==> config.mk <==
export PLATFORM = sky130hd
export DESIGN_NAME = branch_predictor
export DESIGN_NICKNAME = d
export VERILOG_FILES = /design/src/hdl/bp_pkg.sv /design/src/hdl/alpha_isa_pkg.sv /design/src/hdl/bp_ifaces.sv /design/src/hdl/branch_target_buffer.sv /design/src/hdl/local_history_predictor.sv /design/src/hdl/return_address_stack.sv /design/src/hdl/predict_select.sv /design/src/hdl/branch_predictor.sv
export SDC_FILE = /design/constraint.sdc
export NUM_CORES = 2
export LEC_CHECK = 0
export BUFFER_PORTS_ARGS = -buffer_cell sky130_fd_sc_hd__clkbuf_2
export CORE_MARGIN = 8
export CORE_UTILIZATION = 51
export DETAILED_ROUTE_END_ITERATION = 7
export GPL_ROUTABILITY_DRIVEN = 0
export HOLD_SLACK_MARGIN = 0.05
export PLACE_DENSITY = 0.69
export SYNTH_ARGS = -nofsm -noshare
export SYNTH_HDL_FRONTEND = slang
export SYNTH_MEMORY_MAX_BITS = 65536
export SYNTH_SLANG_ARGS = --single-unit
==> constraint.sdc <==
create_clock -name clock -period 10.7 [get_ports clock]
set_input_delay 1.07 -clock clock [delete_from_list [all_inputs] [get_ports clock]]
set_output_delay 1.07 -clock clock [all_outputs]
set_load 0.02 [all_outputs]
==> src/hdl/bp_pkg.sv <==
// Predictor types shared by the fetch-stage branch predictor blocks
// Counter encodings, the NPC to PC rule and the PHT reset rule live here
package bp_pkg;

	typedef logic [63:0] addr_t;                // Byte address for PCs and targets
	typedef logic [1:0]  pht_ctr_t;             // 2-bit saturating direction counter

	localparam pht_ctr_t PHT_STRONG_NT = 2'd0;
	localparam pht_ctr_t PHT_WEAK_NT   = 2'd1;
	localparam pht_ctr_t PHT_WEAK_T    = 2'd2;  // Upper bit set means taken
	localparam pht_ctr_t PHT_STRONG_T  = 2'd3;

	localparam addr_t INST_BYTES = 64'd4;       // Fetch slot is one 32-bit word

	// PC of the instruction whose next PC is given
	function automatic addr_t pc_of(addr_t npc);
		return npc - INST_BYTES;
	endfunction

	// Histories of all ones (1, 3, 7, ...) start weakly taken
	// so that loops warm up faster, everything else weakly not taken
	function automatic pht_ctr_t pht_reset_value(int unsigned idx);
		if (idx != 0 && ((idx & (idx + 1)) == 0)) begin
			return PHT_WEAK_T;
		end
		return PHT_WEAK_NT;
	endfunction

endpackage

==> src/hdl/alpha_isa_pkg.sv <==
// Alpha instruction fields needed to spot calls and returns at fetch
// Used by the call and return decode in front of the return address stack
package alpha_isa_pkg;

	typedef logic [31:0] inst_t;                // Raw instruction word
	typedef logic [5:0]  opcode_t;              // Bits 31 down to 26
	typedef logic [1:0]  jgrp_t;                // Jump hint group, bits 15 down to 14

	localparam opcode_t OPC_BSR  = 6'h34;       // Branch to subroutine
	localparam opcode_t OPC_JUMP = 6'h1a;       // JMP, JSR, RET, JSR_COROUTINE

	localparam jgrp_t JGRP_JSR       = 2'b01;
	localparam jgrp_t JGRP_RET       = 2'b10;
	localparam jgrp_t JGRP_COROUTINE = 2'b11;   // Not a call nor a return here

	function automatic opcode_t opcode_of(inst_t ir);
		return ir[31:26];
	endfunction

	function automatic jgrp_t jgrp_of(inst_t ir);
		return ir[15:14];
	endfunction

endpackage

==> src/hdl/bp_ifaces.sv <==
// Interfaces between the predictor blocks
// resolve_if carries one result bus slot to the training tables,
// ras_if links the call and return decode to the return address stack
interface resolve_if;
	logic          res_valid;    // Slot holds a finished instruction
	logic          res_cond;     // Conditional branch
	logic          res_uncond;   // Unconditional branch or jump
	logic          res_taken;    // Resolved direction
	bp_pkg::addr_t res_npc;      // Next PC of the resolved instruction
	bp_pkg::addr_t res_target;   // Computed branch target

	// Tables only read the slot, no handshake back
	modport sink (
		input res_valid, res_cond, res_uncond, res_taken, res_npc, res_target
	);
endinterface

interface ras_if;
	logic          push;         // Call seen at fetch
	bp_pkg::addr_t push_addr;    // Return address to save
	logic          pop;          // Return consumes the top entry
	bp_pkg::addr_t top_addr;     // Most recent return address
	logic          nonempty;     // At least one entry held

	modport ctrl (
		output push, push_addr, pop,
		input  top_addr, nonempty
	);
	modport stack (
		input  push, push_addr, pop,
		output top_addr, nonempty
	);
endinterface

==> src/hdl/branch_target_buffer.sv <==
// Direct-mapped BTB, looked up with the fetch PC and trained from the result bus
// Hit means the indexed entry is valid and its tag matches
module branch_target_buffer #(
	parameter int BTB_IDX_W = 5
) (
	input  logic          clock,
	input  logic          reset,
	input  bp_pkg::addr_t fetch_npc,
	resolve_if.sink       resolve,
	output logic          btb_hit,
	output bp_pkg::addr_t btb_target
);

	localparam int BTB_ENTRIES = 1 << BTB_IDX_W;
	localparam int TAG_LSB     = BTB_IDX_W + 2;   // Above index and byte offset

	typedef logic [BTB_IDX_W-1:0]  btb_idx_t;
	typedef logic [63:TAG_LSB]     btb_tag_t;

	btb_tag_t         tag_mem    [BTB_ENTRIES];
	bp_pkg::addr_t    target_mem [BTB_ENTRIES];
	logic [BTB_ENTRIES-1:0] valid_bits;

	bp_pkg::addr_t fetch_pc;
	bp_pkg::addr_t res_pc;
	btb_idx_t      fetch_idx;
	btb_idx_t      res_idx;
	btb_tag_t      fetch_tag;
	btb_tag_t      res_tag;
	logic          train;

	assign fetch_pc  = bp_pkg::pc_of(fetch_npc);
	assign fetch_idx = fetch_pc[TAG_LSB-1:2];
	assign fetch_tag = fetch_pc[63:TAG_LSB];

	assign res_pc  = bp_pkg::pc_of(resolve.res_npc);
	assign res_idx = res_pc[TAG_LSB-1:2];
	assign res_tag = res_pc[63:TAG_LSB];
	assign train   = resolve.res_valid && (resolve.res_cond || resolve.res_uncond);

	// Lookup reads the old entry even when the same index is trained this cycle
	assign btb_hit    = valid_bits[fetch_idx] && (tag_mem[fetch_idx] == fetch_tag);
	assign btb_target = target_mem[fetch_idx];

	always_ff @(posedge clock) begin
		if (train) begin
			tag_mem[res_idx]    <= res_tag;            // Last writer owns the set
			target_mem[res_idx] <= resolve.res_target;
		end
	end

	always_ff @(posedge clock) begin
		if (reset) begin
			valid_bits <= '0;                          // All entries miss after reset
		end else if (train) begin
			valid_bits[res_idx] <= 1'b1;
		end
	end

endmodule

==> src/hdl/local_history_predictor.sv <==
// Local history direction predictor
// Per-PC histories in the BHT select a 2-bit counter in the PHT,
// the counter's upper bit is the taken prediction
// Trained by conditional branches on the result bus
module local_history_predictor #(
	parameter int BHT_IDX_W = 5,
	parameter int HIST_W    = 4
) (
	input  logic          clock,
	input  logic          reset,
	input  bp_pkg::addr_t fetch_npc,
	resolve_if.sink       resolve,
	output logic          hist_taken
);

	localparam int BHT_ENTRIES = 1 << BHT_IDX_W;
	localparam int PHT_ENTRIES = 1 << HIST_W;      // History is the PHT index

	typedef logic [BHT_IDX_W-1:0] bht_idx_t;
	typedef logic [HIST_W-1:0]    hist_t;

	hist_t            bht_mem [BHT_ENTRIES];
	bp_pkg::pht_ctr_t pht_mem [PHT_ENTRIES];

	bp_pkg::addr_t    fetch_pc;
	bp_pkg::addr_t    res_pc;
	bht_idx_t         fetch_idx;
	bht_idx_t         res_idx;
	hist_t            fetch_hist;
	hist_t            res_hist;                    // History before this outcome
	logic [HIST_W:0]  res_hist_wide;               // Old history with outcome appended
	bp_pkg::pht_ctr_t res_ctr;
	bp_pkg::pht_ctr_t res_ctr_next;
	logic             train;

	assign fetch_pc   = bp_pkg::pc_of(fetch_npc);
	assign fetch_idx  = fetch_pc[BHT_IDX_W+1:2];
	assign fetch_hist = bht_mem[fetch_idx];
	assign hist_taken = pht_mem[fetch_hist][1];    // Upper counter bit

	assign res_pc        = bp_pkg::pc_of(resolve.res_npc);
	assign res_idx       = res_pc[BHT_IDX_W+1:2];
	assign res_hist      = bht_mem[res_idx];
	assign res_hist_wide = {res_hist, resolve.res_taken};  // Oldest bit drops off the top
	assign res_ctr       = pht_mem[res_hist];
	assign train         = resolve.res_valid && resolve.res_cond;

	// Saturating step toward the resolved direction
	always_comb begin
		res_ctr_next = res_ctr;
		if (resolve.res_taken && res_ctr != bp_pkg::PHT_STRONG_T) begin
			res_ctr_next = res_ctr + 2'd1;
		end else if (!resolve.res_taken && res_ctr != bp_pkg::PHT_STRONG_NT) begin
			res_ctr_next = res_ctr - 2'd1;
		end
	end

	always_ff @(posedge clock) begin
		if (reset) begin
			for (int i = 0; i < BHT_ENTRIES; i++) begin
				bht_mem[i] <= '0;
			end
			for (int i = 0; i < PHT_ENTRIES; i++) begin
				pht_mem[i] <= bp_pkg::pht_reset_value(i);  // All-ones histories lean taken
			end
		end else if (train) begin
			bht_mem[res_idx]  <= res_hist_wide[HIST_W-1:0];
			pht_mem[res_hist] <= res_ctr_next;
		end
	end

endmodule

==> src/hdl/return_address_stack.sv <==
// Circular return address stack
// Calls push, returns pop, a full stack overwrites its oldest entry
// A mispredict empties the stack ahead of any push or pop
module return_address_stack #(
	parameter int RAS_DEPTH = 8
) (
	input  logic   clock,
	input  logic   reset,
	input  logic   mispredict,
	ras_if.stack   ras
);

	localparam int PTR_W = (RAS_DEPTH > 1) ? $clog2(RAS_DEPTH) : 1;
	localparam int CNT_W = $clog2(RAS_DEPTH + 1);      // Holds 0 up to RAS_DEPTH

	typedef logic [PTR_W-1:0] ras_ptr_t;
	typedef logic [CNT_W-1:0] ras_cnt_t;

	bp_pkg::addr_t stack_mem [RAS_DEPTH];

	ras_ptr_t wr_ptr;                                  // Next free slot
	ras_ptr_t ptr_inc;
	ras_ptr_t ptr_dec;                                 // Slot of the top entry
	ras_cnt_t count;
	logic     is_full;

	// Pointer wraps at RAS_DEPTH, also for depths that are not a power of two
	assign ptr_inc = (wr_ptr == ras_ptr_t'(RAS_DEPTH - 1)) ? '0 : wr_ptr + 1'b1;
	assign ptr_dec = (wr_ptr == '0) ? ras_ptr_t'(RAS_DEPTH - 1) : wr_ptr - 1'b1;
	assign is_full = (count == ras_cnt_t'(RAS_DEPTH));

	assign ras.top_addr = stack_mem[ptr_dec];
	assign ras.nonempty = (count != '0);

	always_ff @(posedge clock) begin
		if (ras.push && !mispredict) begin
			stack_mem[wr_ptr] <= ras.push_addr;        // Oldest entry lost when full
		end
	end

	always_ff @(posedge clock) begin
		if (reset) begin
			wr_ptr <= '0;
			count  <= '0;
		end else if (mispredict) begin
			wr_ptr <= '0;                              // Wrong path calls are discarded
			count  <= '0;
		end else if (ras.push) begin
			wr_ptr <= ptr_inc;
			if (!is_full) begin
				count <= count + 1'b1;                 // Saturates at RAS_DEPTH
			end
		end else if (ras.pop && ras.nonempty) begin
			wr_ptr <= ptr_dec;
			count  <= count - 1'b1;
		end
	end

endmodule

==> src/hdl/predict_select.sv <==
// Call and return decode for the fetch slot, plus the final prediction
// A return with a live stack entry beats the BTB, otherwise a BTB hit
// predicts taken for calls or when the local history says so
module predict_select (
	input  logic                 fetch_valid,
	input  bp_pkg::addr_t        fetch_npc,
	input  alpha_isa_pkg::inst_t fetch_ir,
	input  logic                 btb_hit,
	input  bp_pkg::addr_t        btb_target,
	input  logic                 hist_taken,
	ras_if.ctrl                  ras,
	output bp_pkg::addr_t        pred_target,
	output logic                 pred_taken
);

	alpha_isa_pkg::opcode_t opcode;
	alpha_isa_pkg::jgrp_t   jgrp;
	logic                   is_call;
	logic                   is_ret;
	logic                   use_ras;

	assign opcode = alpha_isa_pkg::opcode_of(fetch_ir);
	assign jgrp   = alpha_isa_pkg::jgrp_of(fetch_ir);

	always_comb begin
		is_call = (opcode == alpha_isa_pkg::OPC_BSR);  // BSR is always a call
		is_ret  = 1'b0;
		if (opcode == alpha_isa_pkg::OPC_JUMP) begin
			case (jgrp)
				alpha_isa_pkg::JGRP_JSR:       is_call = 1'b1;
				alpha_isa_pkg::JGRP_RET:       is_ret  = 1'b1;
				alpha_isa_pkg::JGRP_COROUTINE: is_call = 1'b0;  // Left to the BTB
				default:                       is_call = 1'b0;  // Plain JMP
			endcase
		end
	end

	assign use_ras = fetch_valid && is_ret && ras.nonempty;

	assign ras.push      = fetch_valid && is_call;
	assign ras.push_addr = fetch_npc;                  // Return lands after the call
	assign ras.pop       = use_ras;

	always_comb begin
		if (use_ras) begin
			pred_target = ras.top_addr;
			pred_taken  = 1'b1;
		end else if (fetch_valid && btb_hit) begin
			pred_target = btb_target;
			pred_taken  = is_call || hist_taken;       // Calls always redirect
		end else begin
			pred_target = '0;
			pred_taken  = 1'b0;
		end
	end

endmodule

==> src/hdl/branch_predictor.sv <==
// Top level of the single-slot fetch-stage branch predictor
// Fetch inputs get a zero-latency target and direction, the result bus
// trains BTB and local history tables, mispredict clears the RAS
module branch_predictor #(
	parameter int BTB_IDX_W = 5,
	parameter int BHT_IDX_W = 5,
	parameter int HIST_W    = 4,
	parameter int RAS_DEPTH = 8
) (
	input  logic                 clock,
	input  logic                 reset,
	input  logic                 fetch_valid,
	input  bp_pkg::addr_t        fetch_npc,
	input  alpha_isa_pkg::inst_t fetch_ir,
	input  logic                 res_valid,
	input  logic                 res_cond,
	input  logic                 res_uncond,
	input  logic                 res_taken,
	input  bp_pkg::addr_t        res_npc,
	input  bp_pkg::addr_t        res_target,
	input  logic                 mispredict,
	output bp_pkg::addr_t        pred_target,
	output logic                 pred_taken
);

	logic          btb_hit;
	bp_pkg::addr_t btb_target;
	logic          hist_taken;

	resolve_if resolve ();
	ras_if     ras ();

	assign resolve.res_valid  = res_valid;         // Result slot fans out to both tables
	assign resolve.res_cond   = res_cond;
	assign resolve.res_uncond = res_uncond;
	assign resolve.res_taken  = res_taken;
	assign resolve.res_npc    = res_npc;
	assign resolve.res_target = res_target;

	branch_target_buffer #(.BTB_IDX_W(BTB_IDX_W)) btb_i (
		.clock, .reset, .fetch_npc, .resolve(resolve.sink), .btb_hit, .btb_target
	);

	local_history_predictor #(.BHT_IDX_W(BHT_IDX_W), .HIST_W(HIST_W)) lhp_i (
		.clock, .reset, .fetch_npc, .resolve(resolve.sink), .hist_taken
	);

	return_address_stack #(.RAS_DEPTH(RAS_DEPTH)) ras_i (
		.clock, .reset, .mispredict, .ras(ras.stack)
	);

	predict_select select_i (
		.fetch_valid, .fetch_npc, .fetch_ir, .btb_hit, .btb_target, .hist_taken,
		.ras(ras.ctrl), .pred_target, .pred_taken
	);

endmodule

==> run_results.csv <==
group,metric,value,unit
synth,ys_ff_latch,4583,
timing,fin_ws,1.591,ns
timing,hold_viol,0,
power_and_ir_drop,p_clk_share,40.0,%
clock_tree,cts_tree,"built",
timing,fin_crit_sh,85.13,%
layout,fillers,24970,
setup_path,cp.required,9.63,ns
detailed_routing,routed-via-count,91740,
synth,synth_nets,8700,
synth,synth_area_leaders,"edfxtp_1, mux4_2, nand2_1",
synth,netlist.area_leader.share,75.53,%
clock_tree,cts.repair.resized,0,
power_and_ir_drop,ir_drop,0.1488,mV
global_route,antenna_found_initial,58,
detailed_routing,wl,487.2,mm
detailed_routing,detail-route-antenna-nets,0,
synth,yosysWarnings,0,
clock_tree,cts_root_buffer,"clkbuf_16",
floorplan,initial_core_util,51.23,%
power_and_ir_drop,power.internal,29.41,mW
floorplan,die_y,611.2,µm
detailed_routing,firstDrtPassIters,6,
power_and_ir_drop,p_leak,63.41,nW
timing,worstMarginPinSlew,1.327,ns
detailed_routing,viasPerCell,6.529,
job,drv_cap,0,
timing,rsz0062_at_grt,"no",
global_route,grt_max_degree,158,
place,dp_hpwl,255.6,mm
layout,mostFrequentLayoutCell,"edfxtp_1",
floorplan,die_area,373500,µm²
timing,setup-violations-final,0,
power_and_ir_drop,power,37.77,mW
floorplan,core,352700,µm²
global_route,gr-total-overflow,0,
setup_path,cp-start-kind,"primary input",
timing,max_slew_margin,11.44,%
power_and_ir_drop,p_per_area,186.0,nW/µm²
power_and_ir_drop,power.switching,8.360,mW
floorplan,num_rows,218,
synth,synth_ff_type,"edfxtp_1",
global_route,grt_pass1_wl,686.2,mm
clock_tree,clock-sinks,4583,
detailed_routing,post_drt_wl_per_cell,34.67,µm
clock_tree,clk_pin_slew,0.06,ns
layout,final_nets,9173,
setup_path,worst-r2r-setup-slack,5.65,ns
clock_tree,postCtsHoldBufs,0,
synth,synth_seq_area_share,75.96,%
layout,mostFrequentLayoutCells,"edfxtp_1, mux4_2, nand2_1",
floorplan,die_w,611.2,µm
place,place_ws,1.823,ns
clock_tree,cts_buffer_depth,4,
power_and_ir_drop,pwr-share-seq,52.9,%
clock_tree,postCtsSetupBuffers,0,
clock_tree,cts_made_buffers,440,
synth,avgSynthCellArea,21.37,µm²
layout,drive_gt1_share,27.56,%
timing,min_period,9.109,ns
place,port-buffer-count,270,
timing,skew,0.05116,ns
clock_tree,htreeDepth,5,
detailed_routing,drc_errors,0,
global_route,grt_usage,25.63,%
synth,synth_area,180700,µm²
hold_path,hold_class,"primary input to flip-flop",
detailed_routing,drtIter0Drc,12270,
timing,slew_violations,0,
synth,async_flop_share,0,%
setup_path,cp.arrival,8.04,ns
setup_path,worst-path-max-fanout,79,
layout,syn_to_final_growth,12.41,%
synth,synth-edff-count,4544,
synth,ys_types,90,
clock_tree,clkLatencyLatePin,0.97,ns
floorplan,io-pin-count,297,
setup_path,worst_setup_path_end_kind,"output pin",
synth,yosysTopAreaCell,"edfxtp_1",
power_and_ir_drop,swShare,22.14,%
power_and_ir_drop,combPwrFrac,7.1,%
global_route,grt_pass1_vias,92370,
setup_path,critPathKind,"primary input to output pin",
synth,synthCells,8452,
timing,fmax,0.1098,GHz
status,status,"complete, no violations",
[power by group through the flow]
| stage | clock, mW | sequential (mW) | combinational, mW |
|---|---|---|---|
| 3_5_place_dp | 0 | 20.4 | 2.65 |
| 4_1_cts | 15.2 | 20.0 | 2.66 |
| 3_3_place_gp | 0 | 20.3 | 2.60 |
| 5_1_grt | 15.9 | 20.0 | 2.81 |
| 6_report | 15.1 | 20.0 | 2.67 |
| 2_1_floorplan | 0 | 20.4 | 1.61 |
[final cells by class]
class	instances	area, µm²	share of cell area (%)
Timing Repair Buffer	495	3633	1.789
Multi-Input combinational cell	3378	42180	20.77
Antenna cell	34	85.08	0.04190
Tap cell	4730	5918	2.914
Clock buffer	534	11500	5.663
Sequential cell	4583	137200	67.58
Inverter	27	101.3	0.04991
Clock inverter	271	2424	1.193
[cell usage after synthesis, types with 15 or more instances]
| master | instances |
|---|---|
| nand2b_1 | 56 |
| edfxtp_1 | 4544 |
| ha_1 | 15 |
| clkbuf_1 | 241 |
| nand4_1 | 126 |
| or3_1 | 38 |
| a32oi_1 | 21 |
| nand3_1 | 130 |
| nor2_1 | 303 |
| mux2i_1 | 135 |
| buf_2 | 139 |
| xnor2_1 | 82 |
| buf_4 | 22 |
| dfxtp_1 | 39 |
| inv_1 | 24 |
| nor3_1 | 61 |
| or4_1 | 28 |
| o21ai_0 | 15 |
| nor4_1 | 29 |
| a21oi_1 | 98 |
| or2_2 | 22 |
| nand2_1 | 607 |
| o2bb2ai_1 | 64 |
| buf_1 | 57 |
| xor2_1 | 54 |
| mux4_2 | 1306 |
[critical path: stages]
cell	delay [ns]
buf_12	0.30
inv_2	0.35
ha_4	0.88
buf_12	0.44
mux4_2	0.31
nand2_1	0.05
nand4_1	0.11
nand4_1	0.35
xnor2_1	0.84
o221ai_1	0.23
or3_1	0.34
or4_1	0.61
nor4_4	0.49
buf_4	0.50
o2bb2ai_1	0.39
clkbuf_2	0.29
[final timing paths]
kind,endpoint,startpoint,cells past startpoint
worst max-delay path,pred_target[61],fetch_npc[2],16
worst min register to register,btb_i.valid_bits[17],btb_i.valid_bits[17],2
worst max register to register,lhp_i.pht_mem[3][0],lhp_i.bht_mem[18][2],13
worst min-delay path,ras_i.stack_mem[5][1],fetch_npc[1],1
[kinds of logic (layout without fill, tap and decap cells)]
family	Yosys count	in the layout	synth area share, %
flip-flops	4583	4583	75.96
AND/OR/NAND/NOR	1465	1465	3.755
multiplexers	1445	1445	17.06
buffers and inverters	491	1327	1.183
AO/OA/AOI/OAI	313	313	1.241
XOR/XNOR	139	139	0.6898
adder cells (fa/ha/maj)	16	16	0.1150
other	0	34	0
[routing by layer]
| metal | routed length (µm) | up-vias | GRT usage [%] |
|---|---|---|---|
| li1 | - | 36310 | - |
| met1 | 175500 | 49090 | 33.85 |
| met2 | 242200 | 5301 | 42.85 |
| met3 | 47310 | 1026 | 4.555 |
| met4 | 22080 | 12 | 10.00 |
| met5 | 81 | - | 0 |
[stage by stage]
| stage | utilization, % | cell area, µm² | hold slack (ns) | instances | TNS [ns] |
|---|---|---|---|---|---|
| after global placement | 53.59 | 189000 | 0.4437 | 13210 | 0 |
| after floorplan | - | 180700 | 0.4348 | 8452 | -113.55 |
| after detailed placement | 53.59 | 189000 | 0.4579 | 13210 | 0 |
| after CTS | 57.54 | 202900 | 0.3665 | 14020 | 0 |
| final | 57.58 | 203100 | 0.4302 | 14050 | 0 |
| after global routing | 57.57 | 203000 | 0.4033 | 14040 | 0 |
[sequential cells by signal (all words and copies together) (netlist names)]
register	count
btb_i.tag_mem	1824
ras_i.wr_ptr	3
lhp_i.bht_mem	128
btb_i.target_mem	2048
btb_i.valid_bits	32
ras_i.stack_mem	512
lhp_i.pht_mem	32
ras_i.count	4
Note: power is estimated with default switching activity, not from simulation.
